$ cat config.mk
export PLATFORM = sky130hd
export DESIGN_NAME = dma_upsizer
export DESIGN_NICKNAME = d
export VERILOG_FILES = /design/src/fabric_pkg.sv /design/src/dma_upsizer.sv
export SDC_FILE = /design/constraint.sdc
export NUM_CORES = 1
export LEC_CHECK = 0
export BUFFER_PORTS_ARGS = -buffer_cell sky130_fd_sc_hd__buf_2
export CORE_AREA = 2 2 96 98
export CTS_CLUSTER_DIAMETER = 40
export DETAILED_ROUTE_END_ITERATION = 10
export DIE_AREA = 0 0 98 100
export PLACE_DENSITY = 0.5
export SYNTH_ARGS = -nofsm -noshare
export SYNTH_HDL_FRONTEND = slang
export SYNTH_SLANG_ARGS = --single-unit
$ cat constraint.sdc
create_clock -name cpu_clk_i -period 1.2 [get_ports cpu_clk_i]
set_clock_uncertainty 0.05 [all_clocks]
set_input_delay 0.18 -clock cpu_clk_i [delete_from_list [all_inputs] [get_ports cpu_clk_i]]
set_output_delay 0.18 -clock cpu_clk_i [all_outputs]
set_load 0.01 [all_outputs]
$ cat src/fabric_pkg.sv
/*
 * shared bus widths, the 64-bit bus word union and the lane helpers
 */

package fabric_pkg;

  // ------------------------------------------------------------
  // widths
  // ------------------------------------------------------------
  localparam int ADDR_W   = 16;
  localparam int DATA_W   = 64;
  localparam int NARROW_W = 32;
  localparam int STRB_W   = DATA_W / 8;
  localparam int NSTRB_W  = NARROW_W / 8;

  // one bus word, seen whole or as two 32-bit lanes (lane 0 is the low half)
  typedef union packed {
    logic [DATA_W-1:0]               word;
    logic [1:0][NARROW_W-1:0]        lane;
  } bus_word_u;

  // lane select, taken from byte address bit 2
  typedef logic lane_sel_t;

  // ------------------------------------------------------------
  // lane helpers
  // ------------------------------------------------------------
  function automatic lane_sel_t addr_lane(input logic [ADDR_W-1:0] addr);
    return addr[2];
  endfunction

  // narrow data into its lane, other lane zero
  function automatic bus_word_u lane_put(input logic [NARROW_W-1:0] data, input lane_sel_t lane);
    bus_word_u w;
    w.word = '0;
    w.lane[lane] = data;
    return w;
  endfunction

  function automatic logic [NARROW_W-1:0] lane_get(input bus_word_u w, input lane_sel_t lane);
    return w.lane[lane];
  endfunction

  // 4 strobes moved to the matching half of the 8
  function automatic logic [STRB_W-1:0] lane_strb(input logic [NSTRB_W-1:0] strb,
                                                  input lane_sel_t lane);
    return lane ? {strb, {NSTRB_W{1'b0}}} : {{NSTRB_W{1'b0}}, strb};
  endfunction

endpackage

$ cat src/dma_upsizer.sv
/*
 * 32-to-64 width converter for the SD DMA master
 */

`timescale 1ns/1ps

module dma_upsizer (
  input  logic                             cpu_clk_i,
  input  logic                             arst_n_i,
  // narrow side, from the DMA master
  input  logic                             n_req_valid_i,
  output logic                             n_req_ready_o,
  input  logic                             n_req_write_i,
  input  logic [fabric_pkg::ADDR_W-1:0]    n_req_addr_i,
  input  logic [fabric_pkg::NARROW_W-1:0]  n_req_wdata_i,
  input  logic [fabric_pkg::NSTRB_W-1:0]   n_req_wstrb_i,
  output logic                             n_rsp_valid_o,
  input  logic                             n_rsp_ready_i,
  output logic [fabric_pkg::NARROW_W-1:0]  n_rsp_rdata_o,
  // wide side, toward the arbiter
  output logic                             w_req_valid_o,
  input  logic                             w_req_ready_i,
  output logic                             w_req_write_o,
  output logic [fabric_pkg::ADDR_W-1:0]    w_req_addr_o,
  output fabric_pkg::bus_word_u            w_req_wdata_o,
  output logic [fabric_pkg::STRB_W-1:0]    w_req_wstrb_o,
  input  logic                             w_rsp_valid_i,
  output logic                             w_rsp_ready_o,
  input  fabric_pkg::bus_word_u            w_rsp_rdata_i
);

  fabric_pkg::lane_sel_t req_lane;
  fabric_pkg::lane_sel_t rsp_lane_q;
  logic                  accept;
  logic                  rsp_done;
  logic                  outstanding_q;

  assign req_lane = fabric_pkg::addr_lane(n_req_addr_i);
  assign accept   = n_req_valid_i & w_req_ready_i;
  assign rsp_done = w_rsp_valid_i & n_rsp_ready_i;

  // ------------------------------------------------------------
  // request path, no added cycles
  // ------------------------------------------------------------
  assign w_req_valid_o = n_req_valid_i;
  assign n_req_ready_o = w_req_ready_i;
  assign w_req_write_o = n_req_write_i;
  assign w_req_addr_o  = n_req_addr_i;
  assign w_req_wdata_o = fabric_pkg::lane_put(n_req_wdata_i, req_lane);
  assign w_req_wstrb_o = fabric_pkg::lane_strb(n_req_wstrb_i, req_lane);

  // lane of the request in flight, used when its response returns
  always_ff @(posedge cpu_clk_i) begin
    if (accept) begin
      rsp_lane_q <= req_lane;
    end
  end

  // ------------------------------------------------------------
  // response path
  // ------------------------------------------------------------
  assign n_rsp_valid_o = w_rsp_valid_i;
  assign w_rsp_ready_o = n_rsp_ready_i;
  assign n_rsp_rdata_o = fabric_pkg::lane_get(w_rsp_rdata_i, rsp_lane_q);

  // a new accept may overlap the previous response leaving
  always_ff @(posedge cpu_clk_i or negedge arst_n_i) begin
    if (!arst_n_i) begin
      outstanding_q <= 1'b0;
    end else if (accept) begin
      outstanding_q <= 1'b1;
    end else if (rsp_done) begin
      outstanding_q <= 1'b0;
    end
  end

  // responses only come back for requests this side issued
  a_rsp_has_req: assert property (@(posedge cpu_clk_i) disable iff (!arst_n_i)
    w_rsp_valid_i |-> outstanding_q);

endmodule

==> flow_summary_export.csv <==
group,metric,value,unit
yosys,synth-async-reset-ratio,0,
yosys,yosys.area.top_type,"mux2_4",
placed_design,dpl-instance-area,2200,um2
yosys,yosysWarnings,0,
critical_path,crit_end,"n_rsp_rdata_o[5]",
drt,first_pass_iters,4,
placed_design,gp_congestion,0.765,
yosys,synth.most_common_cell,"and2_1",
clock_tree,clk_pin_slew,0,ns
power_and_ir_drop,p_clk_frac,0,
status,outcome,"finished, violations left",
flow_run,drv_cap,0,
finish,largestRegisters,"rsp_lane_q x1",
floorplanning,dieArea,9800,um2
timing,finalWorstSetupSlack,-0.172,ns
grt,antenna_found_initial,1,
placed_design,port_buffers,210,
placed_design,dp_hpwl,3810,um
critical_path,cp_num_buf_inv,3,
timing,drv_slew,0,
clock_tree,cts_hold_buf,0,
grt,grt.total_usage,0.0697,
floorplanning,die_w,98,um
floorplanning,num_io_pins,248,
critical_path,crit_cells,4,
timing,rsz0062_at_grt,"true",
critical_path,cp-end-kind,"primary output",
critical_path,critical_path.top_delay_family,"buffers and inverters",
yosys,ys_types,9,
grt,overflow,0,
critical_path,cpMaxStageDelayCell,"edfxtp_1",
timing,fmax,729,MHz
yosys,ys_ff_latch,1,
yosys,synth_edf_count,1,
finish,stdcell_area,2480,um2
finish,stdcell_count,435,
status,violations,"negative setup slack",
drt,route.detailed.drc,0,
critical_path,crit_type,"reg -> out",
critical_path,cp_cell_sequence,"buf_12 > clkbuf_16 > mux2_4 > buf_6",
critical_path,cp.arrival,1.14,ns
grt,grt_first_pass_wirelength,5910,um
power_and_ir_drop,ir_worst_vdd,0.182,mV
finish,areaGrowthSynthToFinish,103,%
power_and_ir_drop,power_density,422,nW/um2
finish,nets,448,
drt,post_drt_via_cell_ratio,3.74,
yosys,mappedNetlistArea,1220,um2
critical_path,critPathMaxStageDelay,0.39,ns
power_and_ir_drop,switchingPower,398,uW
floorplanning,start_util,0.138,
yosys,synth_area_leaders,"mux2_4 (37%), and2_1 (19%), nor2b_1 (18%)",
yosys,synthCells,138,
finish,final_util,0.279,
timing,hold_viol_final,0,
drt,ant_nets,0,
timing,holdWs,0.310,ns
yosys,syn_area_per_cell,8.87,um2
critical_path,worstPathRequired,0.97,ns
critical_path,startpoint_type,"flip-flop",
power_and_ir_drop,comb_power_share,0.958,
timing,post-route-period-util,1.14,
critical_path,crit_fanout,8,
finish,largest_register_ffs,1,
drt,drt_iter0_drc,9,
grt,grt_start_max_net_pins,58,
yosys,synth_fp_nets,261,
yosys,synth_ff_type,"edfxtp_1",
power_and_ir_drop,share_seq_of_total_power,0.042,
finish,largest-register,"rsp_lane_q",
yosys,yosysSeqAreaShare,0.0245,
grt,grt_pass1_vias,1347,
finish,drive_above_1_share,0.771,
yosys,yosysTopAreaCellShare,0.368,
floorplanning,rows,35,
power_and_ir_drop,power.internal,650,uW
power_and_ir_drop,swShare,0.380,
timing,setup_viol,32,
drt,wl,4700,um
drt,vias,1626,
drt,wl_per_cell,10.8,um
critical_path,critPathLaunch,"rsp_lane_q",
power_and_ir_drop,power,1.05,mW
placed_design,dp_cells,430,
timing,maxSlewHeadroom,0.878,
floorplanning,core_area,8890,um2
hold_path,hp-class,"in -> out",
power_and_ir_drop,p_leak,1.46,nW
timing,min_period,1.37,ns
yosys,synth_commonest_cells,"and2_1 (37), nor2b_1 (36), mux2_4 (30)",
timing,tightestPinTransition,0.183,ns
floorplanning,die_h,100,um
==> metal layers <==
| metal | global-route usage | up-vias | routed length (um) |
|---|---|---|---|
| met5 | 0 | - | 0 |
| met4 | 0 | 0 | 0 |
| met3 | 0.0369 | 0 | 782 |
| met2 | 0.133 | 149 | 2350 |
| met1 | 0.0719 | 678 | 1560 |
| li1 | - | 799 | - |
==> how the worst min path moves through the flow <==
| stage | start | end | slack [ns] | depth (start not counted) |
|---|---|---|---|---|
| CTS | w_rsp_valid_i | n_rsp_valid_o | 0.31 | 0 |
| global placement | w_rsp_valid_i | n_rsp_valid_o | 0.31 | 0 |
| finish | w_rsp_valid_i | n_rsp_valid_o | 0.31 | 0 |
| global route | n_req_addr_i[3] | w_req_addr_o[3] | 0.31 | 0 |
| floorplan | n_req_addr_i[2] | rsp_lane_q | 0.23 | 0 |
| detailed placement | w_rsp_valid_i | n_rsp_valid_o | 0.31 | 0 |
==> repair_timing <==
item	4_1_cts	5_1_grt
gates cloned	0	3
endpoints found under the setup margin	32	32
resized for setup	29	4
setup buffers	0	1
==> area by class of cell <==
type / instances / area (um2)
Fill cell: 955 / 6410
Timing Repair Buffer: 217 / 1380
Multi-Input combinational cell: 105 / 930
Tap cell: 111 / 139
Sequential cell: 1 / 30.0
Antenna cell: 1 / 2.50
==> metrics by stage <==
stage / setup TNS, ns / setup slack, ns
2_1_floorplan: 0 / 0.0184
3_3_place_gp: -3.36 / -0.140
3_5_place_dp: -3.49 / -0.141
4_1_cts: -3.26 / -0.145
5_1_grt: -5.61 / -0.190
6_report: -5.01 / -0.172
==> cell families after synthesis <==
logic type             count (synthesis)  share of synthesized area
buffers and inverters                 32                      0.216
DFF                                    1                     0.0245
muxes                                 32                      0.387
and+or+nand+nor                       73                      0.373
==> placed cells by master, fill, tap and decap left out <==
| master | netlist | layout |
|---|---|---|
| buf_2 | 7 | 178 |
| buf_6 | 1 | 33 |
| diode_2 | 0 | 1 |
| mux2_4 | 30 | 30 |
| clkbuf_16 | 0 | 2 |
| nor2b_1 | 36 | 36 |
| edfxtp_1 | 1 | 1 |
| buf_12 | 3 | 3 |
| mux2_2 | 2 | 2 |
| buf_4 | 21 | 1 |
| and2_1 | 37 | 37 |
==> power groups by stage <==
stage / Combinational, mW / Sequential (mW) / Clock, mW
finish: 1.00 / 0.0436 / 0.000000111
global route: 1.07 / 0.0438 / 0
CTS: 0.957 / 0.0437 / 0
detailed placement: 0.843 / 0.0437 / 0
global placement: 0.838 / 0.0436 / 0
floorplan: 0.532 / 0.0427 / 0
Note: power is estimated with default switching activity, not from simulation.
