`src/fabric_pkg.sv`:
```
/*
 * shared bus widths, the 64-bit bus word union and the lane helpers
 */

package fabric_pkg;

  // ------------------------------------------------------------
  // widths
  // ------------------------------------------------------------
  localparam int ADDR_W   = 16;
  localparam int DATA_W   = 64;
  localparam int NARROW_W = 32;
  localparam int STRB_W   = DATA_W / 8;
  localparam int NSTRB_W  = NARROW_W / 8;

  // one bus word, seen whole or as two 32-bit lanes (lane 0 is the low half)
  typedef union packed {
    logic [DATA_W-1:0]               word;
    logic [1:0][NARROW_W-1:0]        lane;
  } bus_word_u;

  // lane select, taken from byte address bit 2
  typedef logic lane_sel_t;

  // ------------------------------------------------------------
  // lane helpers
  // ------------------------------------------------------------
  function automatic lane_sel_t addr_lane(input logic [ADDR_W-1:0] addr);
    return addr[2];
  endfunction

  // narrow data into its lane, other lane zero
  function automatic bus_word_u lane_put(input logic [NARROW_W-1:0] data, input lane_sel_t lane);
    bus_word_u w;
    w.word = '0;
    w.lane[lane] = data;
    return w;
  endfunction

  function automatic logic [NARROW_W-1:0] lane_get(input bus_word_u w, input lane_sel_t lane);
    return w.lane[lane];
  endfunction

  // 4 strobes moved to the matching half of the 8
  function automatic logic [STRB_W-1:0] lane_strb(input logic [NSTRB_W-1:0] strb,
                                                  input lane_sel_t lane);
    return lane ? {strb, {NSTRB_W{1'b0}}} : {{NSTRB_W{1'b0}}, strb};
  endfunction

endpackage

```
`src/bus_arbiter.sv`:
```
/*
 * round-robin arbiter for two masters sharing one memory target,
 * with the response steered back to the master that owns the grant
 */

`timescale 1ns/1ps

module bus_arbiter (
  input  logic                           cpu_clk_i,
  input  logic                           arst_n_i,
  // master 0, CPU
  input  logic                           m0_req_valid_i,
  output logic                           m0_req_ready_o,
  input  logic                           m0_req_write_i,
  input  logic [fabric_pkg::ADDR_W-1:0]  m0_req_addr_i,
  input  logic [fabric_pkg::DATA_W-1:0]  m0_req_wdata_i,
  input  logic [fabric_pkg::STRB_W-1:0]  m0_req_wstrb_i,
  output logic                           m0_rsp_valid_o,
  input  logic                           m0_rsp_ready_i,
  output logic [fabric_pkg::DATA_W-1:0]  m0_rsp_rdata_o,
  // master 1, DMA after the upsizer
  input  logic                           m1_req_valid_i,
  output logic                           m1_req_ready_o,
  input  logic                           m1_req_write_i,
  input  logic [fabric_pkg::ADDR_W-1:0]  m1_req_addr_i,
  input  logic [fabric_pkg::DATA_W-1:0]  m1_req_wdata_i,
  input  logic [fabric_pkg::STRB_W-1:0]  m1_req_wstrb_i,
  output logic                           m1_rsp_valid_o,
  input  logic                           m1_rsp_ready_i,
  output logic [fabric_pkg::DATA_W-1:0]  m1_rsp_rdata_o,
  // target side
  output logic                           s_req_valid_o,
  input  logic                           s_req_ready_i,
  output logic                           s_req_write_o,
  output logic [fabric_pkg::ADDR_W-1:0]  s_req_addr_o,
  output logic [fabric_pkg::DATA_W-1:0]  s_req_wdata_o,
  output logic [fabric_pkg::STRB_W-1:0]  s_req_wstrb_o,
  input  logic                           s_rsp_valid_i,
  output logic                           s_rsp_ready_o,
  input  logic [fabric_pkg::DATA_W-1:0]  s_rsp_rdata_i
);

  logic busy_q;
  logic owner_q;
  logic last_q;
  logic rsp_done;
  logic free;
  logic sel;
  logic accept;

  // ------------------------------------------------------------
  // grant selection
  // ------------------------------------------------------------
  assign rsp_done = s_rsp_valid_i & s_rsp_ready_o;

  // idle, or the owner's response leaves this cycle
  assign free = ~busy_q | rsp_done;

  always_comb begin
    if (!free) begin
      sel = owner_q;
    end else if (m0_req_valid_i && m1_req_valid_i) begin
      // both waiting, the one not served last
      sel = ~last_q;
    end else begin
      sel = m1_req_valid_i;
    end
  end

  // ------------------------------------------------------------
  // request steering
  // ------------------------------------------------------------
  assign s_req_valid_o = free & (sel ? m1_req_valid_i : m0_req_valid_i);
  assign s_req_write_o = sel ? m1_req_write_i : m0_req_write_i;
  assign s_req_addr_o  = sel ? m1_req_addr_i  : m0_req_addr_i;
  assign s_req_wdata_o = sel ? m1_req_wdata_i : m0_req_wdata_i;
  assign s_req_wstrb_o = sel ? m1_req_wstrb_i : m0_req_wstrb_i;

  // ready only toward the selected master
  assign m0_req_ready_o = free & ~sel & s_req_ready_i;
  assign m1_req_ready_o = free &  sel & s_req_ready_i;

  assign accept = s_req_valid_o & s_req_ready_i;

  // ------------------------------------------------------------
  // response routing, back to the owner
  // ------------------------------------------------------------
  assign m0_rsp_valid_o = busy_q & ~owner_q & s_rsp_valid_i;
  assign m1_rsp_valid_o = busy_q &  owner_q & s_rsp_valid_i;
  assign m0_rsp_rdata_o = s_rsp_rdata_i;
  assign m1_rsp_rdata_o = s_rsp_rdata_i;
  assign s_rsp_ready_o  = busy_q & (owner_q ? m1_rsp_ready_i : m0_rsp_ready_i);

  // grant lock from accept to response handshake
  always_ff @(posedge cpu_clk_i or negedge arst_n_i) begin
    if (!arst_n_i) begin
      busy_q  <= 1'b0;
      owner_q <= 1'b0;
      // master 1 counts as last served, so the CPU wins the first tie
      last_q  <= 1'b1;
    end else if (accept) begin
      busy_q  <= 1'b1;
      owner_q <= sel;
      last_q  <= sel;
    end else if (rsp_done) begin
      busy_q  <= 1'b0;
    end
  end

  a_one_rsp: assert property (@(posedge cpu_clk_i) disable iff (!arst_n_i)
    !(m0_rsp_valid_o && m1_rsp_valid_o));

  // while a transfer is open, it keeps its owner into the next cycle
  a_owner_locked: assert property (@(posedge cpu_clk_i) disable iff (!arst_n_i)
    (busy_q && !rsp_done) |=> (busy_q && $stable(owner_q)));

endmodule

```
`config.mk`:
```
export PLATFORM = sky130hd
export DESIGN_NAME = bus_arbiter
export DESIGN_NICKNAME = d
export VERILOG_FILES = /design/src/fabric_pkg.sv /design/src/bus_arbiter.sv
export SDC_FILE = /design/constraint.sdc
export NUM_CORES = 1
export LEC_CHECK = 0
export BUFFER_PORTS_ARGS = -buffer_cell sky130_fd_sc_hd__buf_2
export CORE_AREA = 3 3 184 186
export DETAILED_ROUTE_END_ITERATION = 8
export DIE_AREA = 0 0 187 189
export GPL_TIMING_DRIVEN = 0
export PLACE_DENSITY = 0.48
export SLEW_MARGIN = 20
export SYNTH_ARGS = -nofsm -noshare
export SYNTH_HDL_FRONTEND = slang
export SYNTH_SLANG_ARGS = --single-unit
export TNS_END_PERCENT = 50
```
`constraint.sdc`:
```
create_clock -name cpu_clk_i -period 2.2 [get_ports cpu_clk_i]
set_input_delay 0.33 -clock cpu_clk_i [delete_from_list [all_inputs] [get_ports cpu_clk_i]]
set_output_delay 0.33 -clock cpu_clk_i [all_outputs]
set_load 0.005 [all_outputs]
```
==> impl_metrics.toml <==
[run_status]
status = "complete, but fails checks"
violations = "negative setup slack"

[placed_design]
placed_cell_area_um2 = 6370
post-place-ws_ns = -0.609
place_hpwl_um = 18800
place_inst = 1413
io_buffer_count = 408
routabilityCongestion = 0.814

[setup_path]
crit_chain = "a21bo_4, a21oi_2, o22a_1, buf_12, buf_12, buf_6, o221a_2, buf_2"
cp-end-kind = "output pin"
slowest_stage = "dfstp_2"
critPathMaxStageDelay_ns = 0.54
r2r_end = "owner_q"
required_ns = 1.87
r2r_start = "owner_q"
crit_fanout = 10
crit_type = "reg2out"
regToRegSetupSlack_ns = 0.69
r2r_cells = 5
critPathArrivalTime_ns = 2.02
startpoint_type = "register"
crit_top_cell = "buf_12"

[sta]
rsz0062_at_grt = "true"
fmax_mhz = 425
period_share = 1.07
fin_ws_ns = -0.151
slew_violations = 0
holdWs_ns = 0.345
relSlewSlack = 0.760
hold_violations = 0
min_period_ns = 2.35
worst_slew_pin_slew_ns = 0.360
setup_viol = 90
fin_skew_ns = 0.000630

[drt]
drt_iter0_markers = 164
drt_pass1_iterations = 4
detail_route.drc_violations = 0
avgViaCountPerCell = 4.02
ant_nets = 0
vias = 5800
routed_wl_um = 23500
post_drt_wl_per_cell_um = 16.3

[power_and_ir_drop]
power_density_nw_per_um2 = 742
power_uw = 5930
p_leak_uw = 0.00401
ir_worst_vdd_uv = 274

[synth]
synth_edf_count = 0
syn_nets = 813
synth_seq_cells = 3
yosysMostFrequentCell = "nand2_1"
synthArstFlopShare = 1.00
syn_area_um2 = 3780
syn_inst = 563
synth.distinct_cells = 29
yosys_warnings = 0
synth_top_flop_cell = "dfrtp_1"
ys_seq_area_frac = 0.0202
synth.top_cell.area_share = 0.262
synth_largest_area_cell = "o221a_2"
synthTopCellsByArea = "o221a_2 26%, buf_4 26%, nand2_1 18%"
synth_common_cells = "183 x nand2_1, 131 x buf_4, 89 x nand3b_1, 88 x o221a_2, 25 x clkbuf_1"
postSynthAreaPerCell_um2 = 6.71

[cells_and_area]
fin_cells = 1442
area_growth_pct = 112
drive_gt1_frac = 0.706
fin_area_um2 = 7990
fin_nets = 1250
fill_cells = 3598

[grt]
grt-ovfl-total = 0
grtUsageTotal = 0.121
grt_pass1_wl_um = 33900
antenna_found_initial = 5
grt_max_degree = 11
grt_pass1_vias = 5894

[floorplan]
die_area_um2 = 35300
ios = 473
die_w_um = 187
std_cell_rows = 66
core_um2 = 32500
initial_core_util = 0.116
fp.dieH_um = 189

[cts]
cts_sinks = 3
cts_root_buf = "clkbuf_16"
htree_levels = 1
clk_pin_slew_ns = 0.03
cts_buffer_depth = 2
tritoncts.num_buffers = 3
clk_latency_ns = 0.22
cts_tree = "built"

[min_path]
worst_hold_path.endpoint = "last_q"
hp-start = "s_req_ready_i"
whs_path_depth = 2
hold_path.class = "in2reg"

[flow_run]
max_cap_viol_count = 0
[critical path, delay by kind of cell (launching register included)]
kind | cells | cell delay, ns
AOI/OAI and AO/OA | 4 | 0.68
DFF | 1 | 0.54
buffers and inverters | 4 | 0.57
[flip-flops by register name (all words and copies together) (netlist names)]
signal / cells
busy_q: 1
last_q: 1
owner_q: 1
[logic make-up after synthesis]
group / after synthesis / synth area share
compound gates: 100 / 0.289
buf+inv: 179 / 0.316
simple gates: 279 / 0.369
mux: 2 / 0.00563
flops: 3 / 0.0202
[cells in the final DEF (no fill, tap or decap), types with 2 or more instances in the layout]
| master | instances |
|---|---|
| clkbuf_16 | 8 |
| clkbuf_4 | 7 |
| nand3b_1 | 89 |
| buf_16 | 4 |
| buf_6 | 64 |
| buf_4 | 136 |
| buf_8 | 9 |
| clkbuf_1 | 5 |
| nor2_1 | 3 |
| dfrtp_1 | 2 |
| o221a_4 | 54 |
| buf_2 | 355 |
| clkbuf_2 | 13 |
| nand2_1 | 183 |
| o221a_2 | 34 |
| buf_12 | 11 |
[cell type report]
type	count	area, um^2	area share
timing repair buffer	432	2790	0.349
clock buffer	4	78.8	0.00986
antenna	1	2.50	0.000313
tap	442	553	0.0692
sequential	3	76.3	0.00955
buffer	178	1470	0.184
multi-input combinational	381	3010	0.377
inverter	1	3.75	0.000470
[stage by stage]
stage / setup TNS (ns) / util
final: -9.63 / 0.246
after global routing: -15.34 / 0.246
after CTS: -10.36 / 0.233
after detailed placement: -38.50 / 0.196
after global placement: -59.82 / 0.196
after floorplan: 0 / -
[worst max path at each step]
stage	startpoint	to	slack, ns	depth (start not counted)
after floorplan	last_q	s_req_wdata_o[60]	0.26	7
after global placement	last_q	s_req_wstrb_o[2]	-0.79	7
after detailed placement	m1_req_valid_i	s_req_wstrb_o[2]	-0.61	9
after CTS	last_q	s_req_wdata_o[47]	-0.15	8
after global routing	last_q	s_req_wdata_o[21]	-0.21	7
final	last_q	s_req_wdata_o[47]	-0.15	8
[power breakdown]
| part | total [uW] | internal (uW) | switching [uW] |
|---|---|---|---|
| combinational | 5540 | 3270 | 2270 |
| sequential | 100 | 82.1 | 18.3 |
| clock | 290 | 239 | 50.9 |
[what timing repair did]
action / CTS / global route
pin swaps: 8 / 20
resized for setup: 169 / 66
endpoints found under the hold margin: 2 / 0
endpoints found under the setup margin: 92 / 91
setup buffers: 14 / 2
hold buffers: 1 / 0
gates cloned: 4 / 4
[metal layers]
metal | global-route usage | up-vias | share of wire
li1 | - | 2785 | -
met1 | 0.136 | 2649 | 0.39
met2 | 0.228 | 320 | 0.51
met3 | 0.0270 | 40 | 0.070
met4 | 0.0349 | 6 | 0.027
met5 | 0 | - | 0.0017
(Power assumes the default switching activity.)
